===== src/i2c_defines.svh =====
`ifndef I2C_DEFINES_SVH
`define I2C_DEFINES_SVH

// ------------------------------------------------------------
// bus timing
// ------------------------------------------------------------
`define I2C_SCL_DIV      100  // system clocks per scl period

// ------------------------------------------------------------
// widths and flow control
// ------------------------------------------------------------
`define I2C_DATA_W       8    // data and byte address
`define I2C_DEV_W        7    // 7-bit device address
`define I2C_REG_ADDR_W   2    // config register select
`define I2C_BIT_CNT_W    4    // counts 0..8
`define I2C_CMD_CREDITS  1    // host credits after reset

`endif


===== src/i2c_pkg.sv =====
`default_nettype none

`include "i2c_defines.svh"

package i2c_pkg;

    typedef enum logic {
        op_write = 1'b0,
        op_read  = 1'b1
    } i2c_op_e;

    typedef logic [`I2C_DATA_W-1:0] i2c_data_t;
    typedef logic [`I2C_DEV_W-1:0]  i2c_dev_t;

    // one-clock quarter markers from the scl generator
    typedef enum logic [2:0] {
        ph_none,
        ph_rise,
        ph_high_mid,    // sample point
        ph_fall,
        ph_low_mid      // sda change point
    } scl_phase_e;

    typedef struct packed {
        i2c_dev_t dev;
        logic     rw;   // 1 = read
    } i2c_addr_byte_s;

    typedef union packed {
        i2c_data_t      raw;
        i2c_addr_byte_s addr;
    } i2c_byte_u;

    typedef enum logic [`I2C_REG_ADDR_W-1:0] {
        sel_dev   = 2'd0,
        sel_addr  = 2'd1,
        sel_wdata = 2'd2
    } reg_sel_e;

endpackage

`default_nettype wire


===== src/i2c_scl_gen.sv =====
`timescale 1ns/1ps
`default_nettype none

`include "i2c_defines.svh"

module i2c_scl_gen (
    input  logic                clk,
    input  logic                rst_n,
    output logic                scl,
    output i2c_pkg::scl_phase_e phase
);

    localparam int cnt_w = $clog2(`I2C_SCL_DIV);

    // compare points, markers show up one clock later
    localparam logic [cnt_w-1:0] at_rise     = cnt_w'(`I2C_SCL_DIV - 1);
    localparam logic [cnt_w-1:0] at_high_mid = cnt_w'(`I2C_SCL_DIV / 4 - 1);
    localparam logic [cnt_w-1:0] at_fall     = cnt_w'(`I2C_SCL_DIV / 2 - 1);
    localparam logic [cnt_w-1:0] at_low_mid  = cnt_w'(`I2C_SCL_DIV * 3 / 4 - 1);

    logic [cnt_w-1:0] div_cnt;

    always_ff @(posedge clk or negedge rst_n) begin
        if (!rst_n) begin
            div_cnt <= '0;
            scl     <= 1'b0;
            phase   <= i2c_pkg::ph_none;
        end else begin
            div_cnt <= (div_cnt == at_rise) ? '0 : div_cnt + 1'b1;
            if (div_cnt == at_rise) begin
                scl   <= 1'b1;                            // wrap, scl rises
                phase <= i2c_pkg::ph_rise;
            end else if (div_cnt == at_high_mid) begin
                phase <= i2c_pkg::ph_high_mid;
            end else if (div_cnt == at_fall) begin
                scl   <= 1'b0;                            // half period
                phase <= i2c_pkg::ph_fall;
            end else if (div_cnt == at_low_mid) begin
                phase <= i2c_pkg::ph_low_mid;
            end else begin
                phase <= i2c_pkg::ph_none;
            end
        end
    end

endmodule

`default_nettype wire


===== config.mk =====
export PLATFORM = sky130hd
export DESIGN_NAME = i2c_scl_gen
export DESIGN_NICKNAME = d
export VERILOG_FILES = /design/src/i2c_pkg.sv /design/src/i2c_scl_gen.sv
export VERILOG_INCLUDE_DIRS = /design/src
export SDC_FILE = /design/constraint.sdc
export NUM_CORES = 1
export LEC_CHECK = 0
export BUFFER_PORTS_ARGS = -buffer_cell sky130_fd_sc_hd__buf_2
export CORE_AREA = 8 8 45 47
export DETAILED_ROUTE_END_ITERATION = 10
export DIE_AREA = 0 0 53 55
export HOLD_SLACK_MARGIN = 0.12
export PLACE_DENSITY = 0.66
export SLEW_MARGIN = 15
export SYNTH_ARGS = -nofsm -noshare
export SYNTH_HDL_FRONTEND = slang
export SYNTH_SLANG_ARGS = --single-unit

===== constraint.sdc =====
create_clock -name clk -period 1.5 [get_ports clk]
set_clock_uncertainty 0.15 [all_clocks]
set_input_delay 0.075 -clock clk [delete_from_list [all_inputs] [get_ports clk]]
set_output_delay 0.075 -clock clk [all_outputs]
set_load 0.02 [all_outputs]

==> summary.txt, run 1 <==
Die Wd: 53 um
post-CTS setup buffers: 0
initial antenna violation count: 0
worst setup margin: 0.106 ns
ANT nets after route: 0
CTS Buffer Depth: 2
pre-CTS setup slack: 0.106 ns
H-tree Lvls: 1
worst-skew pair later-pin latency: 0.27 ns
n_diodes: 0
clock sink count: 11
RSZ-0062 raised after global routing: no
power per cell area: 823 nW/um^2
share of cells above drive strength 1: 22.4%
Final Cell Area: 627 sq um
post-synth top area share: 50.1%
Seq/Total Area, Yosys: 50.1%
largest vdd supply drop: 428 uV
CP arrival: 1.40 ns
Reg clk slew, reported paths: 0.07 ns
largest cells by area after synthesis: dfrtp_1 50%, ha_1 9.1%, xnor2_1 4.8%, nor2b_1 3.4%, buf_4 2.7%
Max Slew Vio Count: 0
clk root buf: clkbuf_4
f_max: 0.717 GHz
vias per cell: 5.11
min-delay worst type: flop to flop
# setup viols final: 0
FF+latch count, synth: 11
GR Overflow Total: 0
Hold Violations, Final: 0
Die H: 55 um
area grow syn2layout: 14.1%
io pins: 6
ratio of final minimum period to clock period: 92.9%
Slew @ Worst Pin: 0.527 ns
CP bufs+invs: 0
drc violations: 0
Critical Path RT: 1.51 ns
routed len/inst: 12.9 um
port bufs: 5
relative slew slack: 64.8%
Worst path slowest cell: dfrtp_1
RD Place Congestion: 0.794
total power: 0.516 mW
Critical Path Start Type: flop
delay-heaviest family, CP: flip-flops
routed wire length: 955 um
vias in the first global route: 412
setup TNS: 0 ns
CTS Buf Count: 3
Avg Inst Size Synth: 11.2 sq um
crit-path cells: ha_1, and3_2, nand2b_1
placed cell area: 579 sq um
Crit. End Element: flop
Lkg Pwr: 0.308 nW
Tmin final: 1.39 ns
initial core utilization: 39.7%
TritonRoute pass-1 iters: 4
Synth Net Count: 55
synthesized area: 549 sq um
most frequent cells in the layout: 11 x dfrtp_1, 5 x buf_2, 4 x nor2_1, 4 x ha_1
core area: 1380 sq um
Tot GR Track Use: 8.82%
max-cap violations: 0
commonest non-fill, non-tap cell in the layout: dfrtp_1
Rows: 14
Final nets: 65
CTS tree: yes
drt initial violations: 1
count of different cell masters after synthesis: 23
status: completed
largest net degree at the start of global routing: 12
Via Count: 378
Largest stage delay, worst path: 0.45 ns
first-pass GRT wire length: 1770 um
Fillers: 127
Crit Path Class: flop to flop
area leader, netlist: dfrtp_1
Gate Count Post-Synth: 49
CP max FO: 6
Yosys Warn Count: 0
die area: 2920 sq um
worst reg2reg max path: cells and delay by family, from the launching register on:
| kind | cells | cell delay, ns |
|---|---|---|
| DFF | 1 | 0.45 |
| adders and majority gates | 1 | 0.28 |
| and+or+nand+nor | 2 | 0.40 |
cell type report:
class | count | area (sq um) | share of cell area, %
multi-input cells | 34 | 253 | 40.3
repair buffers | 7 | 45.0 | 7.19
clock buffers | 4 | 26.3 | 4.19
inverters | 2 | 7.51 | 1.20
well taps | 16 | 20.0 | 3.19
flip-flops and latches | 11 | 275 | 43.9
per-stage QoR:
step	hold WS, ns	std cells	utilization (%)
after CTS	0.328	74	45.2
after global placement	-0.193	68	41.9
after global routing	0.350	74	45.3
after detailed placement	-0.191	68	41.9
after floorplan	-0.371	49	-
final	0.324	74	45.3
worst paths after layout:
path,slack [ns],startpoint,to,cells past startpoint
max,0.11,div_cnt[0],phase[0],3
min,0.32,scl,scl,1
max reg2reg,0.11,div_cnt[0],phase[0],3
min reg2reg,0.32,scl,scl,1
max in group asynchronous,0.17,rst_n,div_cnt[3],3
min in group asynchronous,0.68,rst_n,phase[1],3
sequential cells by signal, summed over array words and instances, names as in the netlist:
register  count
div_cnt       7
phase         3
scl           1
kinds of logic (layout without fill, tap and decap cells):
logic type / Yosys count / in the layout / synth area share (%)
AND/OR/NAND/NOR: 21 / 21 / 23.7
flip-flops: 11 / 11 / 50.1
AO/OA/AOI/OAI: 5 / 5 / 6.38
adder cells (fa/ha/maj): 4 / 4 / 9.11
buffers and inverters: 4 / 13 / 4.10
XOR/XNOR: 3 / 3 / 4.78
multiplexers: 1 / 1 / 1.82
report_power, final:
group	leakage, nW	internal [mW]	switching (mW)	total (mW)
sequential	0.141	0.296	0	0.296
clock	0.0150	0.103	0.106	0.209
combinational	0.152	0.00433	0.00636	0.0107
synth_stat cells:
cell	count
o21ai_0	1
and3_2	1
a21o_1	1
nand2_1	2
nor2b_1	3
ha_1	4
a21oi_2	1
mux2i_1	1
buf_4	2
and3_1	2
inv_1	2
nand3_2	1
or3_1	1
nor3b_2	1
nand4bb_1	1
xnor2_1	3
nor2_1	4
nand2b_1	1
a21oi_1	1
dfrtp_1	11
a22o_1	1
nand4_1	2
nand3_1	2
routing by layer:
metal	track usage (%)	up-vias	share of wire, %
met1	7.78	182	43
met3	5.35	4	7.4
met5	0	-	0
met2	14.1	9	46
met4	7.76	0	2.9
li1	-	183	-
what timing repair did:
action,CTS,global route
gates resized for setup,0,1
hold buffers,2,0
hold endpoints to repair,11,0
endpoints found under the setup margin,0,4
(Power assumes the default switching activity.)
==> inputs of run 2 (changes only) <==
--- a/config.mk
+++ b/config.mk
@@ -11,7 +11,7 @@
 export DETAILED_ROUTE_END_ITERATION = 10
 export DIE_AREA = 0 0 53 55
 export HOLD_SLACK_MARGIN = 0.12
-export PLACE_DENSITY = 0.66
+export PLACE_DENSITY = 0.56
 export SLEW_MARGIN = 15
 export SYNTH_ARGS = -nofsm -noshare
 export SYNTH_HDL_FRONTEND = slang
==> run 2 against run 1 <==
Against the previous run:
- sequential share of layout area decreased by 1.0 points
- count of clock-buffer cells in the layout unchanged
- worst setup slack improved by 0.0065 ns
- final area grew 2.4%
- register-to-register slack barely moved
- sequential cell count unchanged
- sequential power barely moved
- global-route usage shrank 0.11 points
- power is 0.61% lower
- cell count up 2.7%
- critical path depth is the same
- wire length is 4.5% higher
- critical endpoint is now scl
==> summary.txt, run 2 (same netlist as run 1, synthesis figures left out) <==
Slew @ Worst Pin: 0.508 ns (was 0.527 ns)
Tot GR Track Use: 8.71% (was 8.82%)
ANT nets after route: 0 (unchanged)
Crit Path Class: flop to flop (unchanged)
Hold Violations, Final: 0 (unchanged)
commonest non-fill, non-tap cell in the layout: dfrtp_1 (unchanged)
worst setup margin: 0.113 ns (was 0.106 ns)
largest vdd supply drop: 539 uV (was 428 uV)
Largest register FFs: 7 (unchanged)
grt met2 use: 13.1% (was 14.1%)
multi-input logic area: 253 sq um (unchanged)
Largest Register: div_cnt (unchanged)
post-DP HPWL: 724 um
Worst path slowest cell: dfrtp_1 (unchanged)
Lkg Pwr: 0.318 nW (was 0.308 nW)
Reg clk slew, reported paths: 0.07 ns (about the same)
Critical Path RT: 1.52 ns (was 1.51 ns)
port bufs: 5 (unchanged)
largest net degree at the start of global routing: 12 (unchanged)
CTS tree: yes (unchanged)
routed len/inst: 13.1 um (was 12.9 um)
ratio of final minimum period to clock period: 92.5% (was 92.9%)
io pins: 6 (unchanged)
TritonRoute pass-1 iters: 4 (unchanged)
register area: 275 sq um (unchanged)
delay-heaviest family, CP: flip-flops (unchanged)
RSZ-0062 raised after global routing: no (unchanged)
RD Place Congestion: 0.756 (was 0.794)
Critical Path Start Type: flop (unchanged)
crit-path cells: ha_1, and3_2, a21o_1 (was ha_1, and3_2, nand2b_1)
core area: 1380 sq um (unchanged)
max-cap violations: 0 (unchanged)
Via Count: 388 (was 378)
CTS Buf Count: 3 (unchanged)
drt initial violations: 8 (was 1)
total power: 0.513 mW (was 0.516 mW)
min-delay worst type: flop to flop (unchanged)
GR Overflow Total: 0 (unchanged)
share of cells above drive strength 1: 25.0% (was 22.4%)
Fillers: 130 (was 127)
met3 Use GR: 3.48% (was 5.35%)
routed wire length: 998 um (was 955 um)
Die H: 55 um (unchanged)
clock sink count: 11 (unchanged)
Final nets: 67 (was 65)
H-tree Lvls: 1 (unchanged)
CP max FO: 6 (unchanged)
Die Wd: 53 um (unchanged)
M1 GR Usage: 9.33% (was 7.78%)
pre-CTS setup slack: 0.117 ns (was 0.106 ns)
die area: 2920 sq um (unchanged)
initial antenna violation count: 0 (unchanged)
f_max: 0.721 GHz (was 0.717 GHz)
Rows: 14 (unchanged)
vias per cell: 5.11 (about the same)
worst-skew pair later-pin latency: 0.27 ns (about the same)
power per cell area: 799 nW/um^2 (was 823 nW/um^2)
first-pass GRT wire length: 1750 um (was 1770 um)
vias in the first global route: 384 (was 412)
relative slew slack: 66.0% (was 64.8%)
most frequent cells in the layout: 11 x dfrtp_1, 5 x buf_2, 4 x nor2_1, 4 x ha_1 (unchanged)
# setup viols final: 0 (unchanged)
status: completed (unchanged)
Largest regs: div_cnt (7), phase (3), scl (1) (unchanged)
drc violations: 0 (unchanged)
clk root buf: clkbuf_4 (unchanged)
CP arrival: 1.40 ns (about the same)
initial core utilization: 39.7% (unchanged)
CP bufs+invs: 0 (unchanged)
post-layout util: 46.4% (was 45.3%)
Largest stage delay, worst path: 0.44 ns (was 0.45 ns)
CTS Buffer Depth: 2 (unchanged)
setup TNS: 0 ns (unchanged)
Top Usage Layer GRT: met2 (unchanged)
n_diodes: 0 (unchanged)
Tmin final: 1.39 ns (about the same)
post-CTS setup buffers: 0 (unchanged)
Crit. End Element: flop (unchanged)
Max Slew Vio Count: 0 (unchanged)
area grow syn2layout: 16.9% (was 14.1%)
-- run 2: cell types whose count changed in the layout (fill, tap and decap cells not counted) --
cell / change
buf_4: +2
-- run 2: area by class of cell --
| cell class | count | share of cell area (%) |
|---|---|---|
| multi-input cells | 34 | 39.4 |
| well taps | 16 | 3.12 |
| inverters | 2 | 1.17 |
| repair buffers | 9 | 9.36 |
| clock buffers | 4 | 4.09 |
| flip-flops and latches | 11 | 42.9 |
-- run 2: final timing paths --
check / from / endpoint / slack (ns) / depth (start not counted)
setup / recovery: div_cnt[0] / scl / 0.11 / 3
hold / removal: scl / scl / 0.32 / 1
setup reg to reg: div_cnt[0] / scl / 0.11 / 3
hold reg to reg: scl / scl / 0.32 / 1
max in group asynchronous: rst_n / div_cnt[6] / 0.18 / 3
min in group asynchronous: rst_n / phase[0] / 0.68 / 3
-- run 2: power by group --
part / total, mW / switching [mW] / internal, mW
clock: 0.206 / 0.103 / 0.103
sequential: 0.296 / 0 / 0.296
combinational: 0.0105 / 0.00616 / 0.00434
total: 0.513 / 0.109 / 0.404
-- run 2: timing repair --
item	4_1_cts	5_1_grt
hold endpoints to repair	11	0
resized for setup	0	1
setup endpoints to repair	0	3
hold buffers	2	0
-- run 2: routing by layer --
layer / share of wire (%) / vias up
met1: 45 / 187
met3: 7.1 / 4
met5: 0 / -
met2: 44 / 9
met4: 4.4 / 0
li1: - / 188
-- run 2: metrics by stage --
stage / instance area, sq um / hold slack [ns] / cells
detailed placement: 594 / -0.192 / 70
global placement: 594 / -0.195 / 70
floorplan: 549 / -0.371 / 49
CTS: 641 / 0.328 / 76
finish: 642 / 0.322 / 76
global route: 642 / 0.336 / 76
==> inputs of run 3 (changes only) <==
--- a/config.mk
+++ b/config.mk
@@ -6,12 +6,14 @@
 export SDC_FILE = /design/constraint.sdc
 export NUM_CORES = 1
 export LEC_CHECK = 0
+export ABC_AREA = 1
 export BUFFER_PORTS_ARGS = -buffer_cell sky130_fd_sc_hd__buf_2
 export CORE_AREA = 8 8 45 47
+export CTS_CLUSTER_DIAMETER = 100
 export DETAILED_ROUTE_END_ITERATION = 10
 export DIE_AREA = 0 0 53 55
 export HOLD_SLACK_MARGIN = 0.12
-export PLACE_DENSITY = 0.56
+export PLACE_DENSITY = 0.59
 export SLEW_MARGIN = 15
 export SYNTH_ARGS = -nofsm -noshare
 export SYNTH_HDL_FRONTEND = slang
==> run 3 against run 2 <==
Against the previous run:
- maximum frequency is 0.25% higher
- area after synthesis up 5.9%
- combinational power fell by 4%
- utilization increased by 2.3 points
- via count rose by 6.4%
- clock power about the same
- power down 0.20%
- critical path type unchanged
- largest power group unchanged
- highest routed layer unchanged
==> summary.txt, run 3 <==
status: completed (unchanged)
placed cell area: 627 sq um (was 594 sq um)
FF+latch count, synth: 11 (unchanged)
Critical Path Start Type: flop (unchanged)
most frequent cells in the layout: 12 x nand2_1, 11 x dfrtp_1, 10 x inv_1, 7 x nor2_1, 5 x buf_2 (was 11 x dfrtp_1, 5 x buf_2, 4 x nor2_1, 4 x ha_1)
ANT nets after route: 0 (unchanged)
routed len/inst: 11.2 um (was 13.1 um)
initial antenna violation count: 0 (unchanged)
clk root buf: clkbuf_4 (unchanged)
ratio of final minimum period to clock period: 92.3% (was 92.5%)
synthesized area: 582 sq um (was 549 sq um)
worst-skew pair later-pin latency: 0.27 ns (about the same)
Gate Count Post-Synth: 63 (was 49)
largest vdd supply drop: 299 uV (was 539 uV)
first-pass GRT wire length: 1840 um (was 1750 um)
Fillers: 138 (was 130)
Die Wd: 53 um (unchanged)
Synth Net Count: 69 (was 55)
vias per cell: 4.59 (was 5.11)
Largest regs: div_cnt (7), phase (3), scl (1) (unchanged)
CTS Buf Count: 3 (unchanged)
min-delay worst type: flop to flop (unchanged)
Largest Register: div_cnt (unchanged)
area leader, netlist: dfrtp_1 (unchanged)
port bufs: 5 (unchanged)
Crit Path Class: flop to flop (unchanged)
Slew @ Worst Pin: 0.474 ns (was 0.508 ns)
CTS Buffer Depth: 2 (unchanged)
multi-input logic area: 262 sq um (was 253 sq um)
GR Overflow Total: 0 (unchanged)
drt initial violations: 9 (was 8)
Synth async-reset ratio: 100% (unchanged)
Largest register FFs: 7 (unchanged)
Seq/Total Area, Yosys: 47.3% (was 50.1%)
Crit. End Element: flop (unchanged)
Die H: 55 um (unchanged)
f_max: 0.723 GHz (was 0.721 GHz)
most common cell in the synthesized netlist: nand2_1 (was dfrtp_1)
commonest non-fill, non-tap cell in the layout: nand2_1 (was dfrtp_1)
die area: 2920 sq um (unchanged)
Synth Flop Type: dfrtp_1 (unchanged)
Avg Inst Size Synth: 9.24 sq um (was 11.2 sq um)
drc violations: 0 (unchanged)
initial core utilization: 42.0% (was 39.7%)
n_diodes: 0 (unchanged)
EDFF count, synth: 0 (unchanged)
max-cap violations: 0 (unchanged)
register area: 275 sq um (unchanged)
most instantiated cells after synthesis: 12 x nand2_1, 11 x dfrtp_1, 10 x inv_1 (was 11 x dfrtp_1, 4 x ha_1, 4 x nor2_1)
post-DP HPWL: 792 um (was 724 um)
TritonRoute pass-1 iters: 4 (unchanged)
Lkg Pwr: 0.359 nW (was 0.318 nW)
io pins: 6 (unchanged)
Rows: 14 (unchanged)
share of cells above drive strength 1: 25.7% (was 25.0%)
Critical Path RT: 1.51 ns (was 1.52 ns)
H-tree Lvls: 1 (unchanged)
routed wire length: 1010 um (was 998 um)
CP max FO: 4 (was 6)
Max Slew Vio Count: 0 (unchanged)
Via Count: 413 (was 388)
vias in the first global route: 415 (was 384)
RSZ-0062 raised after global routing: no (unchanged)
relative slew slack: 68.3% (was 66.0%)
core area: 1380 sq um (unchanged)
Tmin final: 1.38 ns (was 1.39 ns)
Hold Violations, Final: 0 (unchanged)
CP arrival: 1.40 ns (about the same)
Tot GR Track Use: 9.04% (was 8.71%)
post-synth top area share: 47.3% (was 50.1%)
RD Place Congestion: 0.842 (was 0.756)
# setup viols final: 0 (unchanged)
Final Cell Area: 673 sq um (was 642 sq um)
clock sink count: 11 (unchanged)
setup TNS: 0 ns (unchanged)
largest cells by area after synthesis: dfrtp_1 47%, ha_1 8.6%, nand2_1 7.7%, inv_1 6.5%, nor2_1 4.5% (was dfrtp_1 50%, ha_1 9.1%, xnor2_1 4.8%, nor2b_1 3.4%, buf_4 2.7%)
CTS tree: yes (unchanged)
area grow syn2layout: 15.7% (was 16.9%)
Reg clk slew, reported paths: 0.07 ns (about the same)
largest net degree at the start of global routing: 12 (unchanged)
power per cell area: 760 nW/um^2 (was 799 nW/um^2)
Final nets: 81 (was 67)
count of different cell masters after synthesis: 19 (was 23)
Yosys Warn Count: 0 (unchanged)
## run 3: critical path, stage by stage, from the launching register on
cell and delay, ns:
dfrtp_1 0.42, ha_1 0.23, inv_1 0.07, nor2_1 0.16, nand3b_4 0.11, inv_2 0.09, nor2_1 0.04
## run 3: cell type report
| cell class | instances | area share, % |
|---|---|---|
| flip-flops and latches | 11 | 40.9 |
| multi-input cells | 40 | 38.8 |
| repair buffers | 7 | 6.69 |
| inverters | 12 | 6.69 |
| clock buffers | 4 | 3.90 |
| well taps | 16 | 2.97 |
## run 3: kinds of logic after synthesis
logic type      Yosys count  synth area share, %
compound gates            3                 3.65
buf+inv                  12                 7.74
simple gates             31                 29.7
flops                    11                 47.3
fa+ha+maj                 4                 8.60
xor+xnor                  2                 3.01
## run 3: stage by stage
step | setup slack (ns) | utilization [%] | hold WS (ns) | instances | total power, mW
floorplan | 0.214 | - | -0.371 | 63 | 0.302
global placement | 0.135 | 45.3 | -0.194 | 84 | 0.309
detailed placement | 0.121 | 45.3 | -0.194 | 84 | 0.309
CTS | 0.108 | 48.6 | 0.365 | 90 | 0.516
global route | 0.0135 | 48.6 | 0.382 | 90 | 0.540
finish | 0.116 | 48.6 | 0.354 | 90 | 0.512
## run 3: metal layers
layer	share of wire, %	GRT usage [%]	vias to the layer above
li1	-	-	215
met1	46	9.95	175
met2	43	13.5	16
met3	7.1	4.28	7
met4	4.3	6.47	0
met5	0	0	-
## run 3: power by group
| part | switching (mW) | internal [mW] |
|---|---|---|
| sequential | 0 | 0.296 |
| clock | 0.102 | 0.103 |
| combinational | 0.00575 | 0.00434 |
| total | 0.108 | 0.404 |
## run 3: final timing paths
path	start	end	slack, ns	depth (start not counted)
worst max register to register	div_cnt[1]	div_cnt[0]	0.12	6
max in group asynchronous	rst_n	div_cnt[6]	0.22	3
min in group asynchronous	rst_n	div_cnt[4]	0.66	3
worst min-delay path	scl	scl	0.35	2
worst max-delay path	div_cnt[1]	div_cnt[0]	0.12	6
worst min register to register	scl	scl	0.35	2
## run 3: timing repair
| action | 4_1_cts | 5_1_grt |
|---|---|---|
| endpoints found under the hold margin | 11 | 0 |
| gates resized for setup | 0 | 0 |
| buffers inserted | 0 | 0 |
| hold buffers | 2 | 0 |
| setup endpoints to repair | 0 | 0 |
