===== config.mk =====
export PLATFORM = sky130hd
export DESIGN_NAME = i2c_byte_engine_flat
export DESIGN_NICKNAME = d
export VERILOG_FILES = /design/src/i2c_pkg.sv /design/src/i2c_if.sv /design/src/i2c_byte_engine.sv /design/src/flat_wrapper.sv
export VERILOG_INCLUDE_DIRS = /design/src
export SDC_FILE = /design/constraint.sdc
export NUM_CORES = 1
export LEC_CHECK = 0
export BUFFER_PORTS_ARGS = -buffer_cell sky130_fd_sc_hd__buf_2
export CORE_MARGIN = 8
export CORE_UTILIZATION = 48
export CTS_CLUSTER_DIAMETER = 100
export DETAILED_ROUTE_END_ITERATION = 12
export PLACE_DENSITY_LB_ADDON = 0.3
export SLEW_MARGIN = 40
export SYNTH_ARGS = -nofsm -noshare
export SYNTH_HDL_FRONTEND = slang
export SYNTH_SLANG_ARGS = --single-unit

===== constraint.sdc =====
create_clock -name clk -period 1.6 [get_ports clk]
set_input_delay 0.24 -clock clk [delete_from_list [all_inputs] [get_ports clk]]
set_output_delay 0.24 -clock clk [all_outputs]
set_load 0.01 [all_outputs]

===== src/i2c_defines.svh =====
`ifndef I2C_DEFINES_SVH
`define I2C_DEFINES_SVH

// ------------------------------------------------------------
// bus timing
// ------------------------------------------------------------
`define I2C_SCL_DIV      100  // system clocks per scl period

// ------------------------------------------------------------
// widths and flow control
// ------------------------------------------------------------
`define I2C_DATA_W       8    // data and byte address
`define I2C_DEV_W        7    // 7-bit device address
`define I2C_REG_ADDR_W   2    // config register select
`define I2C_BIT_CNT_W    4    // counts 0..8
`define I2C_CMD_CREDITS  1    // host credits after reset

`endif


===== src/i2c_pkg.sv =====
`default_nettype none

`include "i2c_defines.svh"

package i2c_pkg;

    typedef enum logic {
        op_write = 1'b0,
        op_read  = 1'b1
    } i2c_op_e;

    typedef logic [`I2C_DATA_W-1:0] i2c_data_t;
    typedef logic [`I2C_DEV_W-1:0]  i2c_dev_t;

    // one-clock quarter markers from the scl generator
    typedef enum logic [2:0] {
        ph_none,
        ph_rise,
        ph_high_mid,    // sample point
        ph_fall,
        ph_low_mid      // sda change point
    } scl_phase_e;

    typedef struct packed {
        i2c_dev_t dev;
        logic     rw;   // 1 = read
    } i2c_addr_byte_s;

    typedef union packed {
        i2c_data_t      raw;
        i2c_addr_byte_s addr;
    } i2c_byte_u;

    typedef enum logic [`I2C_REG_ADDR_W-1:0] {
        sel_dev   = 2'd0,
        sel_addr  = 2'd1,
        sel_wdata = 2'd2
    } reg_sel_e;

endpackage

`default_nettype wire


===== src/i2c_if.sv =====
`timescale 1ns/1ps
`default_nettype none

// command slot from the intake to the byte engine
interface cmd_if;
    logic               valid;
    i2c_pkg::i2c_op_e   op;
    i2c_pkg::i2c_dev_t  dev;
    i2c_pkg::i2c_data_t byte_addr;
    i2c_pkg::i2c_data_t wdata;
    logic               take;       // one-clock pulse when engine leaves idle

    modport intake (
        output valid, op, dev, byte_addr, wdata,
        input  take
    );

    modport engine (
        input  valid, op, dev, byte_addr, wdata,
        output take
    );
endinterface

// transfer result from the byte engine to the output side
interface rsp_if;
    logic               valid;      // pulses when stop is complete
    i2c_pkg::i2c_op_e   op;
    i2c_pkg::i2c_data_t rdata;
    logic               nack;

    modport engine (
        output valid, op, rdata, nack
    );

    modport out (
        input  valid, op, rdata, nack
    );
endinterface

`default_nettype wire


===== src/i2c_byte_engine.sv =====
`timescale 1ns/1ps
`default_nettype none

`include "i2c_defines.svh"

module i2c_byte_engine (
    input  logic                clk,
    input  logic                rst_n,
    input  i2c_pkg::scl_phase_e phase,
    input  logic                sda_in,
    output logic                sda_drive_low,
    cmd_if.engine               cmd,
    rsp_if.engine               rsp
);

    typedef enum logic [2:0] {
        st_idle,
        st_start,
        st_send,
        st_ack,         // slave acknowledge
        st_restart,
        st_recv,
        st_mnack,       // master nack after the read byte
        st_stop
    } state_e;

    localparam logic [`I2C_BIT_CNT_W-1:0] last_bit = `I2C_DATA_W;

    state_e                    state;
    i2c_pkg::i2c_byte_u        shreg;
    logic [`I2C_BIT_CNT_W-1:0] bit_cnt;
    logic [1:0]                byte_idx;
    logic                      is_low_mid;
    logic                      is_high_mid;
    logic                      is_fall;
    logic                      byte_done;

    assign is_low_mid  = (phase == i2c_pkg::ph_low_mid);
    assign is_high_mid = (phase == i2c_pkg::ph_high_mid);
    assign is_fall     = (phase == i2c_pkg::ph_fall);
    assign byte_done   = (bit_cnt == last_bit);

    assign cmd.take  = (state == st_idle) && cmd.valid;
    assign rsp.rdata = shreg.raw;                          // holds the read byte at stop

    // ------------------------------------------------------------
    // transaction FSM
    // ------------------------------------------------------------
    always_ff @(posedge clk or negedge rst_n) begin
        if (!rst_n) begin
            state         <= st_idle;
            shreg.raw     <= '0;
            sda_drive_low <= 1'b0;                         // sda released
            bit_cnt       <= '0;
            byte_idx      <= '0;
            rsp.valid     <= 1'b0;
            rsp.op        <= i2c_pkg::op_write;
            rsp.nack      <= 1'b0;
        end else begin
            rsp.valid <= 1'b0;
            case (state)
                st_idle: begin
                    sda_drive_low <= 1'b0;
                    if (cmd.valid) begin
                        shreg.addr.dev <= cmd.dev;
                        shreg.addr.rw  <= 1'b0;            // first byte is always a write
                        rsp.op         <= cmd.op;
                        rsp.nack       <= 1'b0;
                        bit_cnt        <= '0;
                        byte_idx       <= '0;
                        state          <= st_start;
                    end
                end
                st_start: begin
                    if (is_high_mid) begin
                        sda_drive_low <= 1'b1;             // sda falls while scl high
                    end else if (is_fall && sda_drive_low) begin
                        state <= st_send;
                    end
                end
                st_send: begin
                    if (is_low_mid && !byte_done) begin
                        sda_drive_low <= ~shreg.raw[`I2C_DATA_W-1]; // msb first
                        shreg.raw     <= {shreg.raw[`I2C_DATA_W-2:0], 1'b0};
                        bit_cnt       <= bit_cnt + 1'b1;
                    end else if (is_fall && byte_done) begin
                        bit_cnt <= '0;
                        state   <= st_ack;
                    end
                end
                st_ack: begin
                    if (is_low_mid) begin
                        sda_drive_low <= 1'b0;             // let the slave drive
                    end else if (is_high_mid) begin
                        rsp.nack <= sda_in;                // high means no ack
                    end else if (is_fall) begin
                        if (rsp.nack) begin
                            state <= st_stop;              // abort
                        end else begin
                            case (byte_idx)
                                2'd0: begin
                                    shreg.raw <= cmd.byte_addr;
                                    byte_idx  <= 2'd1;
                                    state     <= st_send;
                                end
                                2'd1: begin
                                    if (rsp.op == i2c_pkg::op_write) begin
                                        shreg.raw <= cmd.wdata;
                                        byte_idx  <= 2'd2;
                                        state     <= st_send;
                                    end else begin
                                        state <= st_restart;
                                    end
                                end
                                default: begin
                                    state <= (rsp.op == i2c_pkg::op_write) ? st_stop : st_recv;
                                end
                            endcase
                        end
                    end
                end
                st_restart: begin
                    if (is_high_mid) begin
                        sda_drive_low <= 1'b1;             // repeated start
                    end else if (is_fall && sda_drive_low) begin
                        shreg.addr.dev <= cmd.dev;
                        shreg.addr.rw  <= 1'b1;
                        byte_idx       <= 2'd2;
                        state          <= st_send;
                    end
                end
                st_recv: begin
                    if (is_low_mid) begin
                        sda_drive_low <= 1'b0;
                    end else if (is_high_mid) begin
                        shreg.raw <= {shreg.raw[`I2C_DATA_W-2:0], sda_in};
                        bit_cnt   <= bit_cnt + 1'b1;
                    end else if (is_fall && byte_done) begin
                        bit_cnt <= '0;
                        state   <= st_mnack;
                    end
                end
                st_mnack: begin
                    if (is_fall) begin
                        state <= st_stop;                  // sda left high, that is the nack
                    end
                end
                st_stop: begin
                    if (is_low_mid) begin
                        sda_drive_low <= 1'b1;
                    end else if (is_high_mid && sda_drive_low) begin
                        sda_drive_low <= 1'b0;             // sda rises while scl high
                        rsp.valid     <= 1'b1;
                        state         <= st_idle;
                    end
                end
                default: state <= st_idle;
            endcase
        end
    end

endmodule

`default_nettype wire


===== src/flat_wrapper.sv =====
// flat-port wrapper written by rule: the top's interface ports become plain ports
module i2c_byte_engine_flat 
  (clk, rst_n, phase, sda_in, sda_drive_low, cmd_valid, cmd_op, cmd_dev, cmd_byte_addr, cmd_wdata, cmd_take, rsp_valid, rsp_op, rsp_rdata, rsp_nack);
  cmd_if cmd_i ();
  rsp_if rsp_i ();
  input  logic clk;
  input  logic rst_n;
  input  i2c_pkg::scl_phase_e phase;
  input  logic sda_in;
  output logic sda_drive_low;
  input wire logic [$bits(cmd_i.valid)-1:0] cmd_valid;
  input wire logic [$bits(cmd_i.op)-1:0] cmd_op;
  input wire logic [$bits(cmd_i.dev)-1:0] cmd_dev;
  input wire logic [$bits(cmd_i.byte_addr)-1:0] cmd_byte_addr;
  input wire logic [$bits(cmd_i.wdata)-1:0] cmd_wdata;
  output wire logic [$bits(cmd_i.take)-1:0] cmd_take;
  output wire logic [$bits(rsp_i.valid)-1:0] rsp_valid;
  output wire logic [$bits(rsp_i.op)-1:0] rsp_op;
  output wire logic [$bits(rsp_i.rdata)-1:0] rsp_rdata;
  output wire logic [$bits(rsp_i.nack)-1:0] rsp_nack;
  assign cmd_i.valid = cmd_valid;
  assign cmd_i.op = cmd_op;
  assign cmd_i.dev = cmd_dev;
  assign cmd_i.byte_addr = cmd_byte_addr;
  assign cmd_i.wdata = cmd_wdata;
  assign cmd_take = cmd_i.take;
  assign rsp_valid = rsp_i.valid;
  assign rsp_op = rsp_i.op;
  assign rsp_rdata = rsp_i.rdata;
  assign rsp_nack = rsp_i.nack;
  i2c_byte_engine u_core (.clk(clk), .rst_n(rst_n), .phase(phase), .sda_in(sda_in), .sda_drive_low(sda_drive_low), .cmd(cmd_i), .rsp(rsp_i));
endmodule

==> results of run 1 <==
-- what timing repair did --
action | CTS | global route
gates cloned | 0 | 1
hold buffers | 1 | 0
setup buffers | 21 | 9
endpoints found under the setup margin | 19 | 19
endpoints found under the hold margin | 21 | 0
resized for setup | 51 | 14
pin swaps | 22 | 15
-- per-stage QoR --
step	area (um^2)	instances
after detailed placement	2370	325
after floorplan	1740	190
after global placement	2370	325
after CTS	2750	350
after global routing	2860	356
final	2860	356
-- power by group through the flow --
stage	sequential [mW]	clock (mW)	combinational [mW]
3_3_place_gp	0.970	0	3.12
5_1_grt	1.03	0.296	4.79
2_1_floorplan	1.02	0	1.97
4_1_cts	0.978	0.273	3.94
6_report	1.01	0.270	4.53
3_5_place_dp	0.980	0	3.18
-- worst max-delay path, cell delays in order (launching register included) --
cell	delay, ns
sky130_fd_sc_hd__dfrtp_1	0.44
sky130_fd_sc_hd__o211ai_1	0.27
sky130_fd_sc_hd__a21oi_2	0.14
sky130_fd_sc_hd__a2111oi_4	0.47
sky130_fd_sc_hd__nand3_4	0.12
sky130_fd_sc_hd__buf_12	0.17
sky130_fd_sc_hd__mux2_4	0.29
-- per-layer routing --
layer / routed length (um) / track usage / up-vias
met4: 387 / 0.143 / 0
met1: 2780 / 0.283 / 1072
met5: 0 / 0 / -
met3: 649 / 0.0526 / 49
li1: - / - / 976
met2: 3340 / 0.405 / 158
-- worst paths after layout --
kind                                        to  slack, ns  depth (start not counted)
min                              u_core.rsp.op       0.14                          2
max in group asynchronous      u_core.state[0]       0.83                          2
max reg2reg                u_core.rsp.rdata[6]      -0.43                          6
min reg2reg                  u_core.bit_cnt[2]       0.58                          2
max                        u_core.rsp.rdata[6]      -0.43                          6
min in group asynchronous   u_core.byte_idx[1]       0.40                          2
-- area by class of cell --
cell class	count	area, um^2
fillers	174	503
inverters	6	23.8
well taps	46	57.6
flip-flops and latches	21	528
repair buffers	126	928
multi-input cells	153	1300
clock buffers	4	26.3
-- kinds of logic (layout without fill, tap and decap cells) --
kind of cell | after synthesis | in the layout | share of synthesized area
AO/OA/AOI/OAI | 66 | 66 | 0.300
AND/OR/NAND/NOR | 71 | 72 | 0.231
multiplexers | 13 | 13 | 0.103
buffers and inverters | 17 | 136 | 0.0426
flip-flops | 21 | 21 | 0.309
adder cells (fa/ha/maj) | 2 | 2 | 0.0147
-- sequential cells by signal (all words and copies together), names as in the netlist --
name and count:
u_core.byte_idx 2, u_core.rsp.valid 1, u_core.rsp.rdata 8, u_core.bit_cnt 4
u_core.rsp.nack 1, u_core.sda_drive_low 1, u_core.state 3, u_core.rsp.op 1
-- layout by cell type (no fill, tap or decap), types with 4 or more instances in the layout --
cell                       Yosys  routed
sky130_fd_sc_hd__buf_4         1      61
sky130_fd_sc_hd__buf_2         4      43
sky130_fd_sc_hd__buf_6         0      20
sky130_fd_sc_hd__nand2_1      22      19
sky130_fd_sc_hd__dfrtp_1      21      19
sky130_fd_sc_hd__mux2_4        8      11
sky130_fd_sc_hd__a31oi_1      12      11
sky130_fd_sc_hd__a221o_1      10      10
sky130_fd_sc_hd__nor2_1       11       9
sky130_fd_sc_hd__a21oi_1      11       7
sky130_fd_sc_hd__a221oi_1      8       7
sky130_fd_sc_hd__inv_1         5       5
sky130_fd_sc_hd__a21oi_2       0       4
sky130_fd_sc_hd__nor2b_1       6       4
==> qor.yml, run 1 <==
p_int_mw: 3.29
fp.coreArea_um2: 3360
drt_pre_antenna_iters: 5
route.detailed.vias_per_inst: 6.33
synth_enable_flop_cells: 0
p_switching_mw: 2.53
min_clock_period_post_route_ns: 2.03
clock_tree.htree_level_count: 1
vias: 2255
worstSkewPairLatency_ns: 0.32
crit_fanout: 8
clockRootBuffer: "sky130_fd_sc_hd__clkbuf_4"
final_worst_slack_ns: -0.429
status: "finished with violations"
worst_clk_skew_ns: 0.0168
grt_overflow: 0
routabilityCongestion: 0.853
detail-route-antenna-nets: 0
p_leak_nw: 1.39
hold_path.startpoint: "cmd_op"
powerDensity_nw_per_um2: 2030
number_of_global_route_vias_before_repair: 2228
syn-cell-area_um2: 1700
crit_path_end_kind: "flip-flop"
core.rowCount: 21
overall_die_width_um: 75.6
wl_per_cell_um: 20.1
sequentialPowerShare: 0.175
fmaxAchievable_ghz: 0.493
rsz_0062_raised_after_global_routing: "yes"
grt_max_degree: 22
synthesis.instances: 190
r2r-start: "u_core.byte_idx[1]"
clock_power_share: 0.046
yosys-top-cells-count: "sky130_fd_sc_hd__nand2_1, sky130_fd_sc_hd__dfrtp_1, sky130_fd_sc_hd__a31oi_1"
timing.critical_path.from: "u_core.byte_idx[1]"
slew_headroom: 0.660
detail_route.iter0.violations: 268
timing.final.setup_violations: 19
num-nets-final: 344
power_mw: 5.81
drc_errors: 0
cts_tree: "yes"
synth_warnings: 0
drt_wl_total_mm: 7.16
diodes_inserted: 0
cts_buffers: 3
synth.most_common_cell: "sky130_fd_sc_hd__nand2_1"
peakVddDrop_mv: 0.955
cts.path.max_buffers: 2
data_required_time_of_the_worst_path_ns: 1.80
yosysTopAreaCellShare: 0.309
asyncSetResetFlopFracSynth: 1.00
initial_core_utilization: 0.506
power.share.combinational: 0.779
cts.sink_count: 21
synth_register_bits: 21
worst_setup_hold_path_clk_slew_ns: 0.13
maxCapViolations: 0
final_util: 0.850
grt_first_pass_wirelength_mm: 10.8
floorplan.io_pins: 44
final_layout_size_suffix_gt1_frac: 0.577
power_switching_share: 0.434
crit_share_post_route: 1.27
finalSetupTns_ns: -5.53
postSynthAreaPerCell_um2: 8.96
chipHeight_um: 75.6
place_hpwl_mm: 3.94
synth_top_flop_cell: "sky130_fd_sc_hd__dfrtp_1"
grt_util_all_layers: 0.244
critPathArrivalTime_ns: 2.23
worstHoldPathType: "input pin to flip-flop"
dpl_worst_slack_ns: -0.335
synth_top_cells_by_area: "sky130_fd_sc_hd__dfrtp_1, sky130_fd_sc_hd__mux2_4, sky130_fd_sc_hd__a221o_1"
transition_time_at_the_pin_with_the_least_slew_margin_ns: 0.510
syn_nets: 223
part_of_the_yosys_area_used_for_sequential_elements: 0.309
failing_checks: "negative setup slack"
worstSetupPathType: "flip-flop to flip-flop"
post_synth_cell_types: 50
design.die.area_um2: 5710
antenna_violations_before_repair: 0
critical_path.startpoint_type: "flip-flop"
place.port_buffers: 43
syn_to_final_growth_pct: 68.0
hold_viol: 0
slew_violations: 0
yosysTopAreaCell: "sky130_fd_sc_hd__dfrtp_1"
hold_slack_ns: 0.141
No activity file was read; power rests on OpenSTA's default activity.
==> inputs of run 2 (changes only) <==
--- a/config.mk
+++ b/config.mk
@@ -11,7 +11,7 @@
 export CORE_UTILIZATION = 48
 export CTS_CLUSTER_DIAMETER = 100
 export DETAILED_ROUTE_END_ITERATION = 12
-export PLACE_DENSITY_LB_ADDON = 0.3
+export PLACE_DENSITY = 0.8
 export SLEW_MARGIN = 40
 export SYNTH_ARGS = -nofsm -noshare
 export SYNTH_HDL_FRONTEND = slang
==> qor.yml, run 2 (same netlist as run 1, synthesis figures left out) <==
status: "finished with violations"  # unchanged
failing_checks: "negative setup slack"  # unchanged
detail-route-antenna-nets: 0  # unchanged
drt_wl_total_mm: 6.46  # was 7.16 mm
overall_die_width_um: 75.6  # unchanged
drt_pre_antenna_iters: 5  # unchanged
slew_violations: 0  # unchanged
detail_route.iter0.violations: 274  # was 268
power.share.combinational: 0.746  # was 0.779
p_switching_mw: 2.32  # was 2.53 mW
timing.final.setup_violations: 20  # was 19
cts.sink_count: 21  # unchanged
powerDensity_nw_per_um2: 1980  # was 2030 nW/um^2
routabilityCongestion: 0.876  # was 0.853
clockRootBuffer: "sky130_fd_sc_hd__clkbuf_4"  # unchanged
power_switching_share: 0.443  # was 0.434
reg2reg_setup_slack_ns: -0.33  # was -0.43 ns
grt_overflow: 0  # unchanged
route.detailed.vias_per_inst: 6.14  # was 6.33
r2r-end: "u_core.rsp.rdata[5]"  # was u_core.rsp.rdata[6]
vias: 2099  # was 2255
final_common_cell: "sky130_fd_sc_hd__buf_4"  # unchanged
antenna_violations_before_repair: 0  # unchanged
cts_buffers: 3  # unchanged
min_clock_period_post_route_ns: 1.93  # was 2.03 ns
hold_path.startpoint: "cmd_op"  # unchanged
dpl_worst_slack_ns: -0.321  # was -0.335 ns
place.port_buffers: 43  # unchanged
rsz_0062_raised_after_global_routing: "yes"  # unchanged
crit_path_end_kind: "flip-flop"  # unchanged
hold_end: "u_core.rsp.op"  # unchanged
r2r-start: "u_core.state[1]"  # was u_core.byte_idx[1]
crit_fanout: 8  # unchanged
final_layout_size_suffix_gt1_frac: 0.534  # was 0.577
initial_core_utilization: 0.506  # unchanged
transition_time_at_the_pin_with_the_least_slew_margin_ns: 0.608  # was 0.510 ns
wl_per_cell_um: 18.9  # was 20.1 um
fp.coreArea_um2: 3360  # unchanged
clock_power_share: 0.058  # was 0.046
worstHoldPathType: "input pin to flip-flop"  # unchanged
grt_first_pass_wirelength_mm: 9.98  # was 10.8 mm
data_required_time_of_the_worst_path_ns: 1.83  # was 1.80 ns
peakVddDrop_mv: 1.05  # was 0.955 mV
worstSetupPathType: "flip-flop to flip-flop"  # unchanged
cts_tree: "yes"  # unchanged
largest_reg_flops: 8  # unchanged
worst_setup_hold_path_clk_slew_ns: 0.16  # was 0.13 ns
timing.hold.worst_path_depth: 2  # unchanged
slew_headroom: 0.594  # was 0.660
chipHeight_um: 75.6  # unchanged
power_mw: 5.23  # was 5.81 mW
p_int_mw: 2.92  # was 3.29 mW
core.rowCount: 21  # unchanged
critPathArrivalTime_ns: 2.16  # was 2.23 ns
sequentialPowerShare: 0.196  # was 0.175
final_worst_slack_ns: -0.329  # was -0.429 ns
grt_max_degree: 22  # unchanged
worstSkewPairLatency_ns: 0.34  # was 0.32 ns
critical_path.startpoint_type: "flip-flop"  # unchanged
worst_clk_skew_ns: 0.0138  # was 0.0168 ns
clock_tree.htree_level_count: 1  # unchanged
syn_to_final_growth_pct: 55.0  # was 68.0%
grt_util_all_layers: 0.226  # was 0.244
diodes_inserted: 0  # unchanged
p_leak_nw: 1.28  # was 1.39 nW
drc_errors: 0  # unchanged
hold_slack_ns: 0.142  # was 0.141 ns
place_hpwl_mm: 4.30  # was 3.94 mm
most_used_cells_in_the_layout_excluding_fill_and_tap_cells: "sky130_fd_sc_hd__buf_4, sky130_fd_sc_hd__buf_2, sky130_fd_sc_hd__nand2_1"  # was sky130_fd_sc_hd__buf_4, sky130_fd_sc_hd__buf_2, sky130_fd_sc_hd__buf_6
finalSetupTns_ns: -4.36  # was -5.53 ns
timing.reg2reg.worst_path_depth: 5  # was 6
fmaxAchievable_ghz: 0.518  # was 0.493 GHz
maxCapViolations: 0  # unchanged
design.die.area_um2: 5710  # unchanged
num-nets-final: 330  # was 344
number_of_global_route_vias_before_repair: 2129  # was 2228
floorplan.io_pins: 44  # unchanged
crit_share_post_route: 1.21  # was 1.27
cts.path.max_buffers: 2  # unchanged
hold_viol: 0  # unchanged
==> run 2: cell types whose count changed in the layout (fill, tap and decap cells not counted), sizes merged <==
cell | previous run | this run
buf | 125 | 112
clkbuf | 4 | 3
clkinv | 1 | 2
nor2b | 7 | 6
==> run 2: through the flow <==
stage	util	instances	area, um^2
CTS	0.766	341	2580
finish	0.785	342	2640
global route	0.785	342	2640
floorplan	-	190	1740
detailed placement	0.714	329	2400
global placement	0.714	329	2400
==> run 2: power groups by stage <==
stage | combinational, mW | sequential [mW] | clock [mW]
floorplan | 1.97 | 1.02 | 0
global placement | 3.25 | 0.994 | 0
detailed placement | 3.34 | 1.00 | 0
CTS | 3.66 | 0.996 | 0.295
global route | 4.20 | 1.04 | 0.331
finish | 3.90 | 1.03 | 0.305
==> run 2: layer usage <==
metal / share of wire / wire, um / GRT usage / vias up
li1: - / - / - / 950
met1: 0.40 / 2580 / 0.281 / 1010
met2: 0.51 / 3310 / 0.376 / 125
met3: 0.072 / 467 / 0.0408 / 14
met4: 0.015 / 98 / 0.0917 / 0
met5: 0 / 0 / 0 / -
==> run 2: worst max-delay path, stage by stage, from the launching register on <==
cell and delay [ns]:
sky130_fd_sc_hd__dfrtp_2 0.51, sky130_fd_sc_hd__nand3b_1 0.19, sky130_fd_sc_hd__nor3b_2 0.10, sky130_fd_sc_hd__a2111oi_4 0.43, sky130_fd_sc_hd__nand3_4 0.24, sky130_fd_sc_hd__mux2_4 0.35
==> run 2: worst max-delay path by stage <==
stage                          startpoint                   to  slack [ns]  cells past startpoint
after global placement    u_core.state[0]   u_core.byte_idx[0]       -0.30                      5
after floorplan           u_core.rsp.nack  u_core.rsp.rdata[0]       -0.17                      5
after CTS                 u_core.state[0]  u_core.rsp.rdata[5]       -0.26                      6
final                     u_core.state[1]  u_core.rsp.rdata[5]       -0.33                      5
after detailed placement  u_core.state[1]  u_core.rsp.rdata[1]       -0.32                      5
after global routing      u_core.state[0]  u_core.rsp.rdata[2]       -0.39                      5
==> run 2: final cells by class <==
| type | instances | area, um^2 |
|---|---|---|
| Tap cell | 46 | 57.6 |
| Multi-Input combinational cell | 152 | 1240 |
| Clock inverter | 1 | 5.00 |
| Sequential cell | 21 | 529 |
| Inverter | 6 | 22.5 |
| Timing Repair Buffer | 113 | 766 |
| Fill cell | 243 | 724 |
| Clock buffer | 3 | 22.5 |
==> run 2: timing repair <==
action	CTS	global route
setup buffers	7	1
endpoints found under the hold margin	21	0
endpoints found under the setup margin	20	20
pin swaps	7	6
hold buffers	1	0
resized for setup	17	18
cloned	0	0
==> inputs of run 3 (changes only) <==
--- a/config.mk
+++ b/config.mk
@@ -11,6 +11,7 @@
 export CORE_UTILIZATION = 48
 export CTS_CLUSTER_DIAMETER = 100
 export DETAILED_ROUTE_END_ITERATION = 12
+export GPL_TIMING_DRIVEN = 0
 export PLACE_DENSITY = 0.8
 export SLEW_MARGIN = 40
 export SYNTH_ARGS = -nofsm -noshare
==> qor.yml, run 3 (same netlist as run 1, synthesis figures left out) <==
route.detailed.vias_per_inst: 6.36  # was 6.14
drc_errors: 0  # unchanged
grt_first_pass_wirelength_mm: 8.44  # was 9.98 mm
drt_wl_total_mm: 5.89  # was 6.46 mm
transition_time_at_the_pin_with_the_least_slew_margin_ns: 0.779  # was 0.608 ns
p_leak_nw: 1.14  # was 1.28 nW
critical_path.cell_chain: "nand3b_1, nor3b_2, a2111oi_4, nand3_4, mux2_4"  # unchanged
cts.sink_count: 21  # unchanged
worstSetupPathType: "flip-flop to flip-flop"  # unchanged
floorplan.io_pins: 44  # unchanged
clockRootBuffer: "sky130_fd_sc_hd__clkbuf_4"  # unchanged
chipHeight_um: 75.6  # unchanged
worstHoldPathType: "input pin to flip-flop"  # unchanged
clock_tree.htree_level_count: 1  # unchanged
cts_tree: "yes"  # unchanged
syn_to_final_growth_pct: 44.5  # was 55.0%
fmaxAchievable_ghz: 0.506  # was 0.518 GHz
final_layout_size_suffix_gt1_frac: 0.481  # was 0.534
maxCapViolations: 0  # unchanged
largest_reg_flops: 8  # unchanged
data_required_time_of_the_worst_path_ns: 1.82  # was 1.83 ns
slew_violations: 0  # unchanged
min_clock_period_post_route_ns: 1.98  # was 1.93 ns
critical_path.startpoint_type: "flip-flop"  # unchanged
place.port_buffers: 43  # unchanged
crit_share_post_route: 1.24  # was 1.21
hold_viol: 0  # unchanged
overall_die_width_um: 75.6  # unchanged
crit_path_end_kind: "flip-flop"  # unchanged
cpMaxStageDelayCell: "sky130_fd_sc_hd__dfrtp_2"  # unchanged
wl_per_cell_um: 19.2  # was 18.9 um
critPathArrivalTime_ns: 2.19  # was 2.16 ns
status: "finished with violations"  # unchanged
crit_path_max_incr_delay_ns: 0.50  # was 0.51 ns
timing.critical_path.buf_inv: 0  # unchanged
dpl_worst_slack_ns: -0.376  # was -0.321 ns
routabilityCongestion: 0.945  # was 0.876
antenna_violations_before_repair: 0  # unchanged
cts_buffers: 3  # unchanged
vias: 1946  # was 2099
initial_core_utilization: 0.506  # unchanged
worstSkewPairLatency_ns: 0.32  # was 0.34 ns
place_hpwl_mm: 3.72  # was 4.30 mm
rsz_0062_raised_after_global_routing: "yes"  # unchanged
finalSetupTns_ns: -5.01  # was -4.36 ns
drt_pre_antenna_iters: 5  # unchanged
final_common_cell: "sky130_fd_sc_hd__buf_2"  # was sky130_fd_sc_hd__buf_4
post-place-cells: 279  # was 329
critical-path-top-delay-family: "simple AND/OR/NAND/NOR gates"  # unchanged
final_worst_slack_ns: -0.378  # was -0.329 ns
detail-route-antenna-nets: 0  # unchanged
detail_route.iter0.violations: 168  # was 274
fp.coreArea_um2: 3360  # unchanged
design.die.area_um2: 5710  # unchanged
peakVddDrop_mv: 1.35  # was 1.05 mV
diodes_inserted: 0  # unchanged
number_of_global_route_vias_before_repair: 1725  # was 2129
grt_util_all_layers: 0.192  # was 0.226
worst_clk_skew_ns: 0.00730  # was 0.0138 ns
grt_overflow: 0  # unchanged
core.rowCount: 21  # unchanged
cts.path.max_buffers: 2  # unchanged
crit_fanout: 8  # unchanged
timing.final.setup_violations: 20  # unchanged
powerDensity_nw_per_um2: 2050  # was 1980 nW/um^2
failing_checks: "negative setup slack"  # unchanged
most_used_cells_in_the_layout_excluding_fill_and_tap_cells: "sky130_fd_sc_hd__buf_2, sky130_fd_sc_hd__nand2_1, sky130_fd_sc_hd__dfrtp_1"  # was sky130_fd_sc_hd__buf_4, sky130_fd_sc_hd__buf_2, sky130_fd_sc_hd__nand2_1
grt_max_degree: 22  # unchanged
worst_setup_hold_path_clk_slew_ns: 0.13  # was 0.16 ns
slew_headroom: 0.479  # was 0.594
num-nets-final: 294  # was 330
final_cells: 306  # was 342
==> run 3: cell count changes in the layout (fill, tap and decap cells not counted), sizes merged <==
cell	change
buf	-41
clkbuf	+5
==> run 3: path summary, 6_finish.rpt <==
kind                                  endpoint  cells after the start  slack [ns]                 from
max reg2reg                u_core.rsp.rdata[2]                      5       -0.38      u_core.state[0]
min in group asynchronous  u_core.rsp.rdata[3]                      2        0.40                rst_n
max in group asynchronous      u_core.state[2]                      2        0.84                rst_n
min                              u_core.rsp.op                      2        0.15               cmd_op
max                        u_core.rsp.rdata[2]                      5       -0.38      u_core.state[0]
min reg2reg                u_core.rsp.rdata[7]                      1        0.57  u_core.rsp.rdata[7]
==> run 3: power by group <==
| group | internal, mW | switching, mW | total (mW) |
|---|---|---|---|
| registers | 0.762 | 0.265 | 1.03 |
| logic | 1.93 | 1.82 | 3.75 |
| clock network | 0.0937 | 0.182 | 0.275 |
==> run 3: worst reg2reg max path, stage by stage (launching register included) <==
cell	delay, ns
sky130_fd_sc_hd__dfrtp_2	0.50
sky130_fd_sc_hd__nand3b_1	0.22
sky130_fd_sc_hd__nor3b_2	0.11
sky130_fd_sc_hd__a2111oi_4	0.44
sky130_fd_sc_hd__nand3_4	0.26
sky130_fd_sc_hd__mux2_4	0.36
==> run 3: timing repair <==
action / 4_1_cts / 5_1_grt
hold buffers: 1 / 0
hold endpoints to repair: 21 / 0
setup endpoints to repair: 21 / 20
buffers inserted: 14 / 8
gates resized for setup: 39 / 23
cloned: 0 / 1
pin swaps: 12 / 16
==> run 3: routing by layer <==
metal,global-route usage,routed length (um),part of all wire
met2,0.314,2990,0.51
met4,0.0618,171,0.029
met3,0.0355,412,0.070
met5,0,0,0
met1,0.249,2310,0.39
==> run 3: metrics by stage <==
stage / power [mW] / cell area (um^2) / hold slack [ns] / util
3_3_place_gp: 3.61 / 2010 / 0.226 / 0.598
3_5_place_dp: 3.64 / 2010 / 0.232 / 0.598
6_report: 5.05 / 2460 / 0.146 / 0.731
4_1_cts: 4.52 / 2280 / 0.154 / 0.679
5_1_grt: 5.34 / 2460 / 0.142 / 0.731
2_1_floorplan: 2.99 / 1740 / -0.0556 / -
==> run 3: area by class of cell <==
class	count	area [um^2]
multi-input cells	152	1280
fillers	263	903
flip-flops and latches	21	529
repair buffers	66	427
plain buffers	11	119
well taps	46	57.6
clock buffers	3	22.5
inverters	6	22.5
clock inverters	1	5.00
